===== src/rv_exec_pkg.sv =====
// RV32I execute definitions
// Operation codes, unit selector and memory access sizes
package rv_exec_pkg;

    localparam int XLEN = 32;                   // Integer register width

    ////////////////////////////////////////
    // Operation within a unit
    ////////////////////////////////////////
    // ADD_U:    OP0 add, OP1 sub, OP2 sltu, OP3 slt
    // LOGIC_U:  OP0 xor, OP1 or, else and
    // SHIFT_U:  OP0 sll, OP1 srl, else sra
    // BRANCH_U: OP0..OP5 beq bne blt bltu bge bgeu, OP6 jal, OP7 jalr
    // MEM_U:    OP0..OP4 lb lbu lh lhu lw, OP5 sw, OP6 sh, OP7 sb
    typedef enum logic [2:0] {
        OP0,
        OP1,
        OP2,
        OP3,
        OP4,
        OP5,
        OP6,
        OP7
    } instruction_type;

    // Execution unit selector
    typedef enum logic [2:0] {
        ADD_U,                                  // Adder and compares
        LOGIC_U,                                // Bitwise ops
        SHIFT_U,                                // Barrel shifter
        BRANCH_U,                               // Branches and jumps
        MEM_U,                                  // Loads and stores
        BYPASS_U                                // LUI, NOP, invalid
    } exec_unit_e;

    // Data memory access width
    typedef enum logic [1:0] {
        SZ_BYTE,
        SZ_HALF,
        SZ_WORD
    } access_size_e;

endpackage


===== src/exec_bus_pkg.sv =====
// Execute stage bus packets
// Issue and result packets, Wishbone request/response, queue sizing
package exec_bus_pkg;

    import rv_exec_pkg::*;

    localparam int QUEUE_DEPTH = 4;             // Issue queue entries
    localparam int TAG_W       = 4;             // Packet tag width
    localparam int PTR_W       = $clog2(QUEUE_DEPTH);

    ////////////////////////////////////////
    // Issue and result packets
    ////////////////////////////////////////
    typedef struct packed {
        exec_unit_e        unit;                // Target unit
        instruction_type   op;                  // Op within unit
        logic [XLEN-1:0]   op_a;                // Source A or base address
        logic [XLEN-1:0]   op_b;                // Source B or immediate
        logic [XLEN-1:0]   data;                // Store data
        logic [XLEN-1:0]   npc;                 // Program counter
        logic [XLEN-1:0]   offset;              // Branch immediate
        logic [TAG_W-1:0]  tag;                 // Issue order tag
    } issue_pkt_t;

    typedef struct packed {
        logic [TAG_W-1:0]  tag;                 // Copied from issue
        logic [XLEN-1:0]   value;               // Unit result, load data or target
        logic [XLEN-1:0]   link;                // npc+4
        logic              jump;                // Branch taken
        logic              reg_we;              // Register write back
        logic              mem_fault;           // Tied low, no faults yet
    } result_pkt_t;

    ////////////////////////////////////////
    // Wishbone classic
    ////////////////////////////////////////
    typedef struct packed {
        logic              cyc;
        logic              stb;
        logic              we;
        logic [XLEN-1:0]   adr;
        logic [XLEN-1:0]   dat_w;
        logic [XLEN/8-1:0] sel;                 // Byte lanes
    } wb_req_t;

    typedef struct packed {
        logic              ack;
        logic [XLEN-1:0]   dat_r;
    } wb_rsp_t;

endpackage


===== src/issue_queue.sv =====
// Issue queue
// Circular buffer of issue packets, valid/ready in, head/pop out
`timescale 1ns/1ns

module issue_queue
    import exec_bus_pkg::*;
(
    input  logic       clk,
    input  logic       rst_n,
    input  issue_pkt_t in_pkt,
    input  logic       in_valid,
    output logic       in_ready,
    output issue_pkt_t head_pkt,
    output logic       head_valid,
    input  logic       pop
);

    issue_pkt_t       slots [QUEUE_DEPTH];      // Packet storage
    logic [PTR_W-1:0] wr_ptr;
    logic [PTR_W-1:0] rd_ptr;
    logic [PTR_W:0]   count;                    // Occupancy
    logic             push;

    // Wrap at the last slot
    function automatic logic [PTR_W-1:0] next_ptr(input logic [PTR_W-1:0] p);
        if (p == PTR_W'(QUEUE_DEPTH - 1))
            return '0;
        return p + 1'b1;
    endfunction

    assign push       = in_valid && in_ready;
    assign in_ready   = (count != (PTR_W + 1)'(QUEUE_DEPTH));  // Full stalls issue
    assign head_valid = (count != '0);
    assign head_pkt   = slots[rd_ptr];

    // Storage, no reset
    always_ff @(posedge clk) begin
        if (push)
            slots[wr_ptr] <= in_pkt;
    end

    always_ff @(posedge clk) begin
        if (!rst_n) begin
            wr_ptr <= '0;
            rd_ptr <= '0;
            count  <= '0;
        end else begin
            if (push)
                wr_ptr <= next_ptr(wr_ptr);
            if (pop)
                rd_ptr <= next_ptr(rd_ptr);
            case ({push, pop})
                2'b10:   count <= count + 1'b1;
                2'b01:   count <= count - 1'b1;
                default: count <= count;        // Both or neither
            endcase
        end
    end

endmodule


===== src/int_unit.sv =====
// Integer unit
// Adder, logic, shifter and bypass datapaths, picked by unit and op
`timescale 1ns/1ns

module int_unit
    import rv_exec_pkg::*;
(
    input  exec_unit_e      unit,
    input  instruction_type op,
    input  logic [XLEN-1:0] op_a,
    input  logic [XLEN-1:0] op_b,
    output logic [XLEN-1:0] value
);

    logic [4:0] shamt;                          // Only low 5 bits shift

    assign shamt = op_b[4:0];

    always_comb begin
        case (unit)
            ////////////////////////////////////////
            // Adder
            ////////////////////////////////////////
            ADD_U: begin
                case (op)
                    OP1:     value = op_a - op_b;                   // SUB
                    OP2:     value = XLEN'(op_a < op_b);            // SLTU
                    OP3:     value = XLEN'($signed(op_a) < $signed(op_b)); // SLT
                    default: value = op_a + op_b;                   // ADD, ADDI, AUIPC
                endcase
            end
            LOGIC_U: begin
                case (op)
                    OP0:     value = op_a ^ op_b;   // XOR
                    OP1:     value = op_a | op_b;   // OR
                    default: value = op_a & op_b;   // AND
                endcase
            end
            ////////////////////////////////////////
            // Shifter
            ////////////////////////////////////////
            SHIFT_U: begin
                case (op)
                    OP0:     value = op_a << shamt;             // SLL
                    OP1:     value = op_a >> shamt;             // SRL
                    default: value = $signed(op_a) >>> shamt;   // SRA
                endcase
            end
            BYPASS_U: value = op_a;             // LUI and NOP
            default:  value = '0;               // Branch and memory elsewhere
        endcase
    end

endmodule


===== src/branch_unit.sv =====
// Branch unit
// Condition, target and link for conditional branches, JAL and JALR
`timescale 1ns/1ns

module branch_unit
    import rv_exec_pkg::*;
(
    input  instruction_type op,
    input  logic [XLEN-1:0] op_a,
    input  logic [XLEN-1:0] op_b,
    input  logic [XLEN-1:0] npc,
    input  logic [XLEN-1:0] offset,
    output logic [XLEN-1:0] target,
    output logic [XLEN-1:0] link,
    output logic            jump,
    output logic            reg_we
);

    logic [XLEN-1:0] sum;                       // Jump target base

    assign sum    = op_a + op_b;
    assign link   = npc + XLEN'(4);             // Return address
    assign reg_we = (op == OP6) || (op == OP7); // Only jumps write rd

    // Target
    always_comb begin
        case (op)
            OP6:     target = sum;                      // JAL
            OP7:     target = {sum[XLEN-1:1], 1'b0};    // JALR, bit 0 cleared
            default: target = npc + offset;             // Conditional
        endcase
    end

    ////////////////////////////////////////
    // Branch condition
    ////////////////////////////////////////
    always_comb begin
        case (op)
            OP0:     jump = (op_a == op_b);                     // BEQ
            OP1:     jump = (op_a != op_b);                     // BNE
            OP2:     jump = ($signed(op_a) < $signed(op_b));    // BLT
            OP3:     jump = (op_a < op_b);                      // BLTU
            OP4:     jump = ($signed(op_a) >= $signed(op_b));   // BGE
            OP5:     jump = (op_a >= op_b);                     // BGEU
            default: jump = 1'b1;                               // JAL, JALR
        endcase
    end

endmodule


===== src/load_store_unit.sv =====
// Load/store unit
// Wishbone classic master with byte lanes, store placement, load extension
`timescale 1ns/1ns

module load_store_unit
    import rv_exec_pkg::*;
    import exec_bus_pkg::*;
(
    input  logic            clk,
    input  logic            rst_n,
    input  logic            start,
    input  instruction_type op,
    input  logic [XLEN-1:0] op_a,
    input  logic [XLEN-1:0] op_b,
    input  logic [XLEN-1:0] data,
    input  wb_rsp_t         wb_s,
    output wb_req_t         wb_m,
    output logic            done,
    output logic [XLEN-1:0] load_value,
    output logic            reg_we
);

    typedef enum logic {IDLE, BUSY} lsu_state_e;

    lsu_state_e        state;
    access_size_e      size;
    logic [XLEN-1:0]   adr;
    logic [XLEN-1:0]   dat_place;           // Store data on its lanes
    logic [XLEN/8-1:0] sel_place;
    logic              is_store;
    // Request held for the whole cycle
    instruction_type   op_q;
    logic [XLEN-1:0]   adr_q;
    logic [XLEN-1:0]   dat_w_q;
    logic [XLEN/8-1:0] sel_q;
    logic              we_q;
    logic [XLEN-1:0]   lane;                // Addressed lane at bit 0

    function automatic access_size_e size_of(input instruction_type o);
        case (o)
            OP0, OP1, OP7: return SZ_BYTE;  // LB, LBU, SB
            OP2, OP3, OP6: return SZ_HALF;  // LH, LHU, SH
            default:       return SZ_WORD;  // LW, SW
        endcase
    endfunction

    ////////////////////////////////////////
    // Request forming
    ////////////////////////////////////////
    assign adr      = op_a + op_b;
    assign size     = size_of(op);
    assign is_store = op inside {OP5, OP6, OP7};

    always_comb begin
        case (size)
            SZ_BYTE: begin
                dat_place = {4{data[7:0]}};             // Replicate on all lanes
                sel_place = 4'b0001 << adr[1:0];
            end
            SZ_HALF: begin
                dat_place = {2{data[15:0]}};
                sel_place = 4'b0011 << {adr[1], 1'b0};
            end
            default: begin
                dat_place = data;
                sel_place = 4'b1111;
            end
        endcase
    end

    always_ff @(posedge clk) begin
        if (start) begin                    // Payload, no reset
            op_q    <= op;
            adr_q   <= adr;
            dat_w_q <= dat_place;
            sel_q   <= sel_place;
            we_q    <= is_store;
        end
    end

    // Bus cycle FSM
    always_ff @(posedge clk) begin
        if (!rst_n)
            state <= IDLE;
        else if (state == IDLE && start)
            state <= BUSY;                  // cyc rises next cycle
        else if (state == BUSY && wb_s.ack)
            state <= IDLE;                  // Drop on ack
    end

    assign wb_m = '{cyc: state == BUSY, stb: state == BUSY, we: we_q,
                    adr: adr_q, dat_w: dat_w_q, sel: sel_q};
    assign done   = (state == BUSY) && wb_s.ack;
    assign reg_we = !we_q;                  // Stores write nothing back

    ////////////////////////////////////////
    // Load extension
    ////////////////////////////////////////
    assign lane = wb_s.dat_r >> {adr_q[1:0], 3'b000};

    always_comb begin
        case (op_q)
            OP0:     load_value = {{(XLEN-8){lane[7]}}, lane[7:0]};     // LB
            OP1:     load_value = {{(XLEN-8){1'b0}}, lane[7:0]};        // LBU
            OP2:     load_value = {{(XLEN-16){lane[15]}}, lane[15:0]};  // LH
            OP3:     load_value = {{(XLEN-16){1'b0}}, lane[15:0]};      // LHU
            OP4:     load_value = wb_s.dat_r;                           // LW
            default: load_value = dat_w_q;  // Stores echo placed data
        endcase
    end

endmodule


===== src/exec_dispatch.sv =====
// Execute dispatcher
// Pops the queue head, runs it on a unit, holds the result register
`timescale 1ns/1ns

module exec_dispatch
    import rv_exec_pkg::*;
    import exec_bus_pkg::*;
(
    input  logic        clk,
    input  logic        rst_n,
    input  issue_pkt_t  head_pkt,
    input  logic        head_valid,
    output logic        pop,
    output result_pkt_t result,
    output logic        result_valid,
    input  logic        result_ready,
    output wb_req_t     wb_m,
    input  wb_rsp_t     wb_s
);

    logic [XLEN-1:0] int_value;
    logic [XLEN-1:0] br_target;
    logic [XLEN-1:0] br_link;
    logic            br_jump;
    logic            br_we;
    logic            is_mem;
    logic            is_branch;
    logic            mem_start;
    logic            mem_busy;              // One access in flight
    logic            lsu_done;
    logic [XLEN-1:0] lsu_value;
    logic            lsu_we;
    result_pkt_t     exec_res;              // Result of the head packet
    result_pkt_t     mem_res;               // Tag and link of the access

    int_unit u_int (
        .unit  (head_pkt.unit),
        .op    (head_pkt.op),
        .op_a  (head_pkt.op_a),
        .op_b  (head_pkt.op_b),
        .value (int_value)
    );

    branch_unit u_branch (
        .op     (head_pkt.op),
        .op_a   (head_pkt.op_a),
        .op_b   (head_pkt.op_b),
        .npc    (head_pkt.npc),
        .offset (head_pkt.offset),
        .target (br_target),
        .link   (br_link),
        .jump   (br_jump),
        .reg_we (br_we)
    );

    load_store_unit u_lsu (
        .clk        (clk),
        .rst_n      (rst_n),
        .start      (mem_start),
        .op         (head_pkt.op),
        .op_a       (head_pkt.op_a),
        .op_b       (head_pkt.op_b),
        .data       (head_pkt.data),
        .wb_s       (wb_s),
        .wb_m       (wb_m),
        .done       (lsu_done),
        .load_value (lsu_value),
        .reg_we     (lsu_we)
    );

    ////////////////////////////////////////
    // Issue control
    ////////////////////////////////////////
    assign is_mem    = (head_pkt.unit == MEM_U);
    assign is_branch = (head_pkt.unit == BRANCH_U);
    assign pop       = head_valid && !mem_busy && (!result_valid || result_ready);
    assign mem_start = pop && is_mem;

    assign exec_res = '{tag: head_pkt.tag,
                        value: is_branch ? br_target : int_value,
                        link: br_link,
                        jump: is_branch && br_jump,
                        reg_we: is_branch ? br_we : 1'b1,
                        mem_fault: 1'b0};

    always_ff @(posedge clk) begin
        if (!rst_n) begin
            result_valid <= 1'b0;
            mem_busy     <= 1'b0;
        end else begin
            if ((pop && !is_mem) || lsu_done)
                result_valid <= 1'b1;
            else if (result_ready)
                result_valid <= 1'b0;       // Taken by the consumer
            if (mem_start)
                mem_busy <= 1'b1;
            else if (lsu_done)
                mem_busy <= 1'b0;
        end
    end

    // Result payload, held under back-pressure
    always_ff @(posedge clk) begin
        if (mem_start)
            mem_res <= exec_res;
        if (pop && !is_mem) begin
            result <= exec_res;
        end else if (lsu_done) begin
            result        <= mem_res;
            result.value  <= lsu_value;     // Load data on the ack edge
            result.jump   <= 1'b0;
            result.reg_we <= lsu_we;
        end
    end

endmodule


===== src/execute_stage.sv =====
// Execute stage top
// Issue queue feeding the execute dispatcher
`timescale 1ns/1ns

module execute_stage
    import exec_bus_pkg::*;
(
    input  logic        clk,
    input  logic        rst_n,
    input  issue_pkt_t  issue_pkt,
    input  logic        issue_valid,
    output logic        issue_ready,
    output result_pkt_t result,
    output logic        result_valid,
    input  logic        result_ready,
    output wb_req_t     wb_m,
    input  wb_rsp_t     wb_s
);

    issue_pkt_t head_pkt;                   // Oldest queued packet
    logic       head_valid;
    logic       pop;

    issue_queue u_queue (
        .clk        (clk),
        .rst_n      (rst_n),
        .in_pkt     (issue_pkt),
        .in_valid   (issue_valid),
        .in_ready   (issue_ready),
        .head_pkt   (head_pkt),
        .head_valid (head_valid),
        .pop        (pop)
    );

    exec_dispatch u_dispatch (
        .clk          (clk),
        .rst_n        (rst_n),
        .head_pkt     (head_pkt),
        .head_valid   (head_valid),
        .pop          (pop),
        .result       (result),
        .result_valid (result_valid),
        .result_ready (result_ready),
        .wb_m         (wb_m),
        .wb_s         (wb_s)
    );

endmodule


===== config.mk =====
export PLATFORM = sky130hd
export DESIGN_NAME = execute_stage
export DESIGN_NICKNAME = d
export VERILOG_FILES = /design/src/rv_exec_pkg.sv /design/src/exec_bus_pkg.sv /design/src/issue_queue.sv /design/src/int_unit.sv /design/src/branch_unit.sv /design/src/load_store_unit.sv /design/src/exec_dispatch.sv /design/src/execute_stage.sv
export SDC_FILE = /design/constraint.sdc
export NUM_CORES = 1
export LEC_CHECK = 0
export BUFFER_PORTS_ARGS = -buffer_cell sky130_fd_sc_hd__buf_2
export CAP_MARGIN = 10
export CORE_ASPECT_RATIO = 2
export CORE_UTILIZATION = 35
export DETAILED_ROUTE_END_ITERATION = 16
export PLACE_DENSITY = 0.61
export SETUP_SLACK_MARGIN = 0.15
export SLEW_MARGIN = 10
export SYNTH_ARGS = -nofsm -noshare
export SYNTH_HDL_FRONTEND = slang
export SYNTH_SLANG_ARGS = --single-unit

===== constraint.sdc =====
create_clock -name clk -period 6.1 [get_ports clk]
set_input_delay 1.22 -clock clk [delete_from_list [all_inputs] [get_ports clk]]
set_output_delay 1.22 -clock clk [all_outputs]
set_load 0.01 [all_outputs]

==> impl_results.rst <==
.. list-table::
   :header-rows: 1

   * - Metric
     - Value
   * - Wire length of the first global-routing pass
     - around 250 mm
   * - Synth cell count leaders
     - sky130_fd_sc_hd__edfxtp_1, sky130_fd_sc_hd__nand2_1, sky130_fd_sc_hd__a21oi_1
   * - Clk slew on worst S/H paths
     - approximately 90 ps
   * - Chip Width
     - 255 um
   * - # H-tree levels
     - 3
   * - Register-to-register path setup slack
     - 640 ps
   * - Antenna violation net count after detailed routing
     - 0
   * - Hold Vio Cnt, Final
     - 0
   * - Tightest slew margin relative to the limit
     - 0.124
   * - Number of global-route vias before repair
     - 32,800
   * - Fill cells
     - 11,900
   * - Clock net sink count
     - 870
   * - Pin count of the biggest net entering global routing
     - 103
   * - Main area contributors after synthesis
     - sky130_fd_sc_hd__edfxtp_1, sky130_fd_sc_hd__mux4_2, sky130_fd_sc_hd__ha_1
   * - Total number of yosys warnings
     - 0
   * - Post-DR vias/cell
     - 5.83
   * - Avg Synthesized Cell Area
     - 13.1 um^2
   * - Critical path peak fanout
     - 21
   * - Data arrival time of the critical path
     - 5940 ps
   * - Number of pins exceeding their max-slew limit in the final report
     - 0
   * - Placeable core region
     - 127,000 um^2
   * - Endpoint kind of the worst setup timing path
     - register
   * - Path type of the worst setup path
     - register to register
   * - P per Cell Area
     - 668 nW/um^2
   * - GRT overflow
     - 0
   * - Least-Margin Pin Slew
     - between 1000 and 1500 ps
   * - Number of I/O pins
     - 351
   * - Synth Register Bits
     - 870
   * - Setup TNS
     - 0 ps
   * - Final Hold Slack
     - 506 ps
   * - Clock network power share
     - 0.145
   * - Number of synthesized flops with an enable pin
     - approximately 860
   * - Most frequently used cell type in the post-synthesis netlist
     - sky130_fd_sc_hd__edfxtp_1
   * - WP data required
     - between 6000 and 7000 ps
   * - DRT Wirelength
     - roughly 180 mm
   * - Aggregate global-route resource usage
     - 0.276
   * - Dominant cell type by area after synthesis
     - sky130_fd_sc_hd__edfxtp_1
   * - Final setup violating endpoints
     - 0
   * - Post-route DRC
     - 0
   * - Detail Placement HPWL
     - 135 mm
   * - Unrepaired setup endpoints after global routing
     - false
   * - Net load switching power
     - 17.0 mW
   * - Port-buffer cells
     - 349
   * - Insertion delay to the later sink of the worst-skew pair
     - just over 700 ps
   * - Final weighted congestion in routability-driven placement
     - 1.08
   * - Drt first pass iters
     - 7
   * - Run status
     - complete, no violations
   * - Cell-internal power
     - 17.4 mW
   * - Total standard cell area after synthesis
     - 44,900 um^2
   * - Proportion of layout cells with a drive suffix above 1
     - 0.226
   * - Critical R2R Capture
     - u_dispatch.result[62]$_DFFE_PP_
   * - Post-detailed-route wirelength per cell
     - 32.2 um
   * - Final period util
     - 0.896
   * - Number of nets in the finished design
     - 4,147
   * - Synthesized netlist cell count
     - 3,432
   * - Path class of the lowest-slack min-delay path
     - register to register
   * - Sw Share
     - 0.495
   * - Count of instances resized after the clock tree is built
     - 0
   * - Relative contribution of sequential cells to total power
     - 0.242
   * - Capture point of the critical path
     - u_dispatch.result[62]$_DFFE_PP_
   * - Root Buffer Master
     - sky130_fd_sc_hd__clkbuf_16
   * - Total via count after detailed routing
     - 32,400
   * - Static Leak
     - around 18 nW
   * - Layout overhead on the synthesized area
     - 14.9%
   * - Worst clock skew on the final layout
     - 37.9 ps
   * - Clock tree buffer depth
     - 3
   * - Starting utilization of the core area
     - 0.353
   * - Reported max-cap violation count
     - 0
   * - Final critical-path required period
     - roughly 5500 ps
   * - Primary FF master, synth
     - sky130_fd_sc_hd__edfxtp_1
   * - Die height
     - 508 um
   * - Comb power frac
     - 0.612
   * - Achievable Freq
     - 183 MHz
   * - Initial antenna violation count
     - 38
   * - Hold_buf cts
     - 0
   * - Area taken by flip-flops and latches
     - around 26,000 um^2
   * - Register area share after synthesis
     - 0.579
   * - Drt initial violations
     - 2,789
   * - Num CTS Buffers
     - between 70 and 80
   * - Full die area
     - between 100,000 and 150,000 um^2
   * - Total nets after synthesis
     - 3,778
   * - Distinct cell type count after synthesis
     - 105
   * - Crit start category
     - register
   * - Number of setup buffers added after CTS
     - 0
   * - Area of combinational cells with multiple inputs
     - 17,500 um^2
   * - Top cell type's share of synthesized area
     - 0.574
   * - R2r worst-path depth
     - 14
   * - TritonCTS clock tree
     - done
   * - Ys async rst share
     - 0
   * - Number of core rows
     - approximately 190
   * - Peak supply drop
     - 0.368 mV
-- cell families (layout without fill, tap and decap cells) --
| group | Yosys count | count (layout) | synth area share |
|---|---|---|---|
| multiplexers | 345 | 345 | 0.126 |
| XOR/XNOR | 103 | 103 | 0.0201 |
| adder cells (fa/ha/maj) | 139 | 139 | 0.0394 |
| buffers and inverters | 325 | 751 | 0.0318 |
| AO/OA/AOI/OAI | 808 | 808 | 0.119 |
| other | 1 | 10 | 0.0000836 |
| AND/OR/NAND/NOR | 841 | 841 | 0.0836 |
| flip-flops | 870 | 870 | 0.579 |
-- critical path, cell delays in order (launching register included) --
cell and delay [ps]:
sky130_fd_sc_hd__dfxtp_4 650, sky130_fd_sc_hd__buf_4 290, sky130_fd_sc_hd__mux4_2 660, sky130_fd_sc_hd__inv_1 100, sky130_fd_sc_hd__ha_1 330, sky130_fd_sc_hd__nor2_1 360, sky130_fd_sc_hd__o211ai_1 230, sky130_fd_sc_hd__a31oi_1 420
sky130_fd_sc_hd__a211oi_1 200, sky130_fd_sc_hd__buf_4 210, sky130_fd_sc_hd__o41ai_2 610, sky130_fd_sc_hd__a21oi_1 390, sky130_fd_sc_hd__xnor2_1 240, sky130_fd_sc_hd__o21ai_1 100, sky130_fd_sc_hd__o32a_1 350
-- flip-flops by register name (all words and copies together), names as in the netlist, 2 cells and up, named ones only --
name                      count
u_queue.wr_ptr                2
u_dispatch.result            70
u_dispatch.u_lsu.adr_q       32
u_queue.rd_ptr                2
u_dispatch.u_lsu.op_q         3
u_queue.count                 3
u_queue.slots               680
u_dispatch.u_lsu.sel_q        4
u_dispatch.mem_res           36
u_dispatch.u_lsu.dat_w_q     32
-- per-stage QoR --
stage                      util  total power, mW  std cells  setup WS [ps]  cell area, um^2
after CTS                 0.406             34.0       5541            670            51600
after detailed placement  0.386             28.9       5403            691            49000
after global routing      0.406             35.7       5544            313            51600
after floorplan               -             20.6       3432            404            44900
final                     0.406             34.4       5550            635            51600
after global placement    0.386             28.9       5403            676            49000
-- cells in the final DEF (no fill, tap or decap), drive strengths merged, types with 45 or more instances in the layout --
| cell | n |
|---|---|
| mux2 | 46 |
| nor2 | 186 |
| buf | 495 |
| nand2 | 406 |
| a211oi | 76 |
| ha | 135 |
| xnor2 | 74 |
| mux4 | 170 |
| clkbuf | 91 |
| o21ai | 160 |
| nand3 | 48 |
| o211ai | 45 |
| mux2i | 129 |
| edfxtp | 858 |
| inv | 125 |
| a21oi | 220 |
-- routing by layer --
metal  vias up  part of all wire  global-route usage  routed length [um]
li1      14000                 -                   -                   -
met1     16200              0.33               0.280               58600
met2      1576              0.51               0.489               91800
met3       548             0.076              0.0688               13600
met4        32             0.082               0.193               14800
met5         -            0.0011                   0                 199
-- area by class of cell --
cell class | instances | share of cell area
flip-flops and latches | 870 | 0.504
well taps | 1683 | 0.0408
repair buffers | 495 | 0.0578
clock buffers | 91 | 0.0392
inverters | 118 | 0.00861
clock inverters | 47 | 0.00948
multi-input cells | 2237 | 0.339
diodes | 9 | 0.000437
-- power by group through the flow --
stage / clock, mW / combinational, mW / sequential, mW
3_5_place_dp: 0 / 20.4 / 8.48
5_1_grt: 5.28 / 22.0 / 8.41
3_3_place_gp: 0 / 20.5 / 8.47
2_1_floorplan: 0 / 12.0 / 8.54
6_report: 4.99 / 21.1 / 8.35
4_1_cts: 5.11 / 20.5 / 8.36
-- worst min-delay path by stage --
stage,start,endpoint,cells after the start
floorplan,u_queue.rd_ptr[1]$_SDFFE_PN0P_,register,2
detailed placement,u_dispatch.mem_busy$_SDFFE_PN0P_,u_dispatch.mem_busy$_SDFFE_PN0P_,2
finish,u_dispatch.mem_res[17]$_DFFE_PP_,u_dispatch.result[17]$_DFFE_PP_,2
CTS,u_dispatch.mem_res[29]$_DFFE_PP_,u_dispatch.result[29]$_DFFE_PP_,2
global route,u_dispatch.mem_res[17]$_DFFE_PP_,u_dispatch.result[17]$_DFFE_PP_,2
global placement,u_dispatch.mem_busy$_SDFFE_PN0P_,u_dispatch.mem_busy$_SDFFE_PN0P_,2
Note: power is estimated with default switching activity, not from simulation.
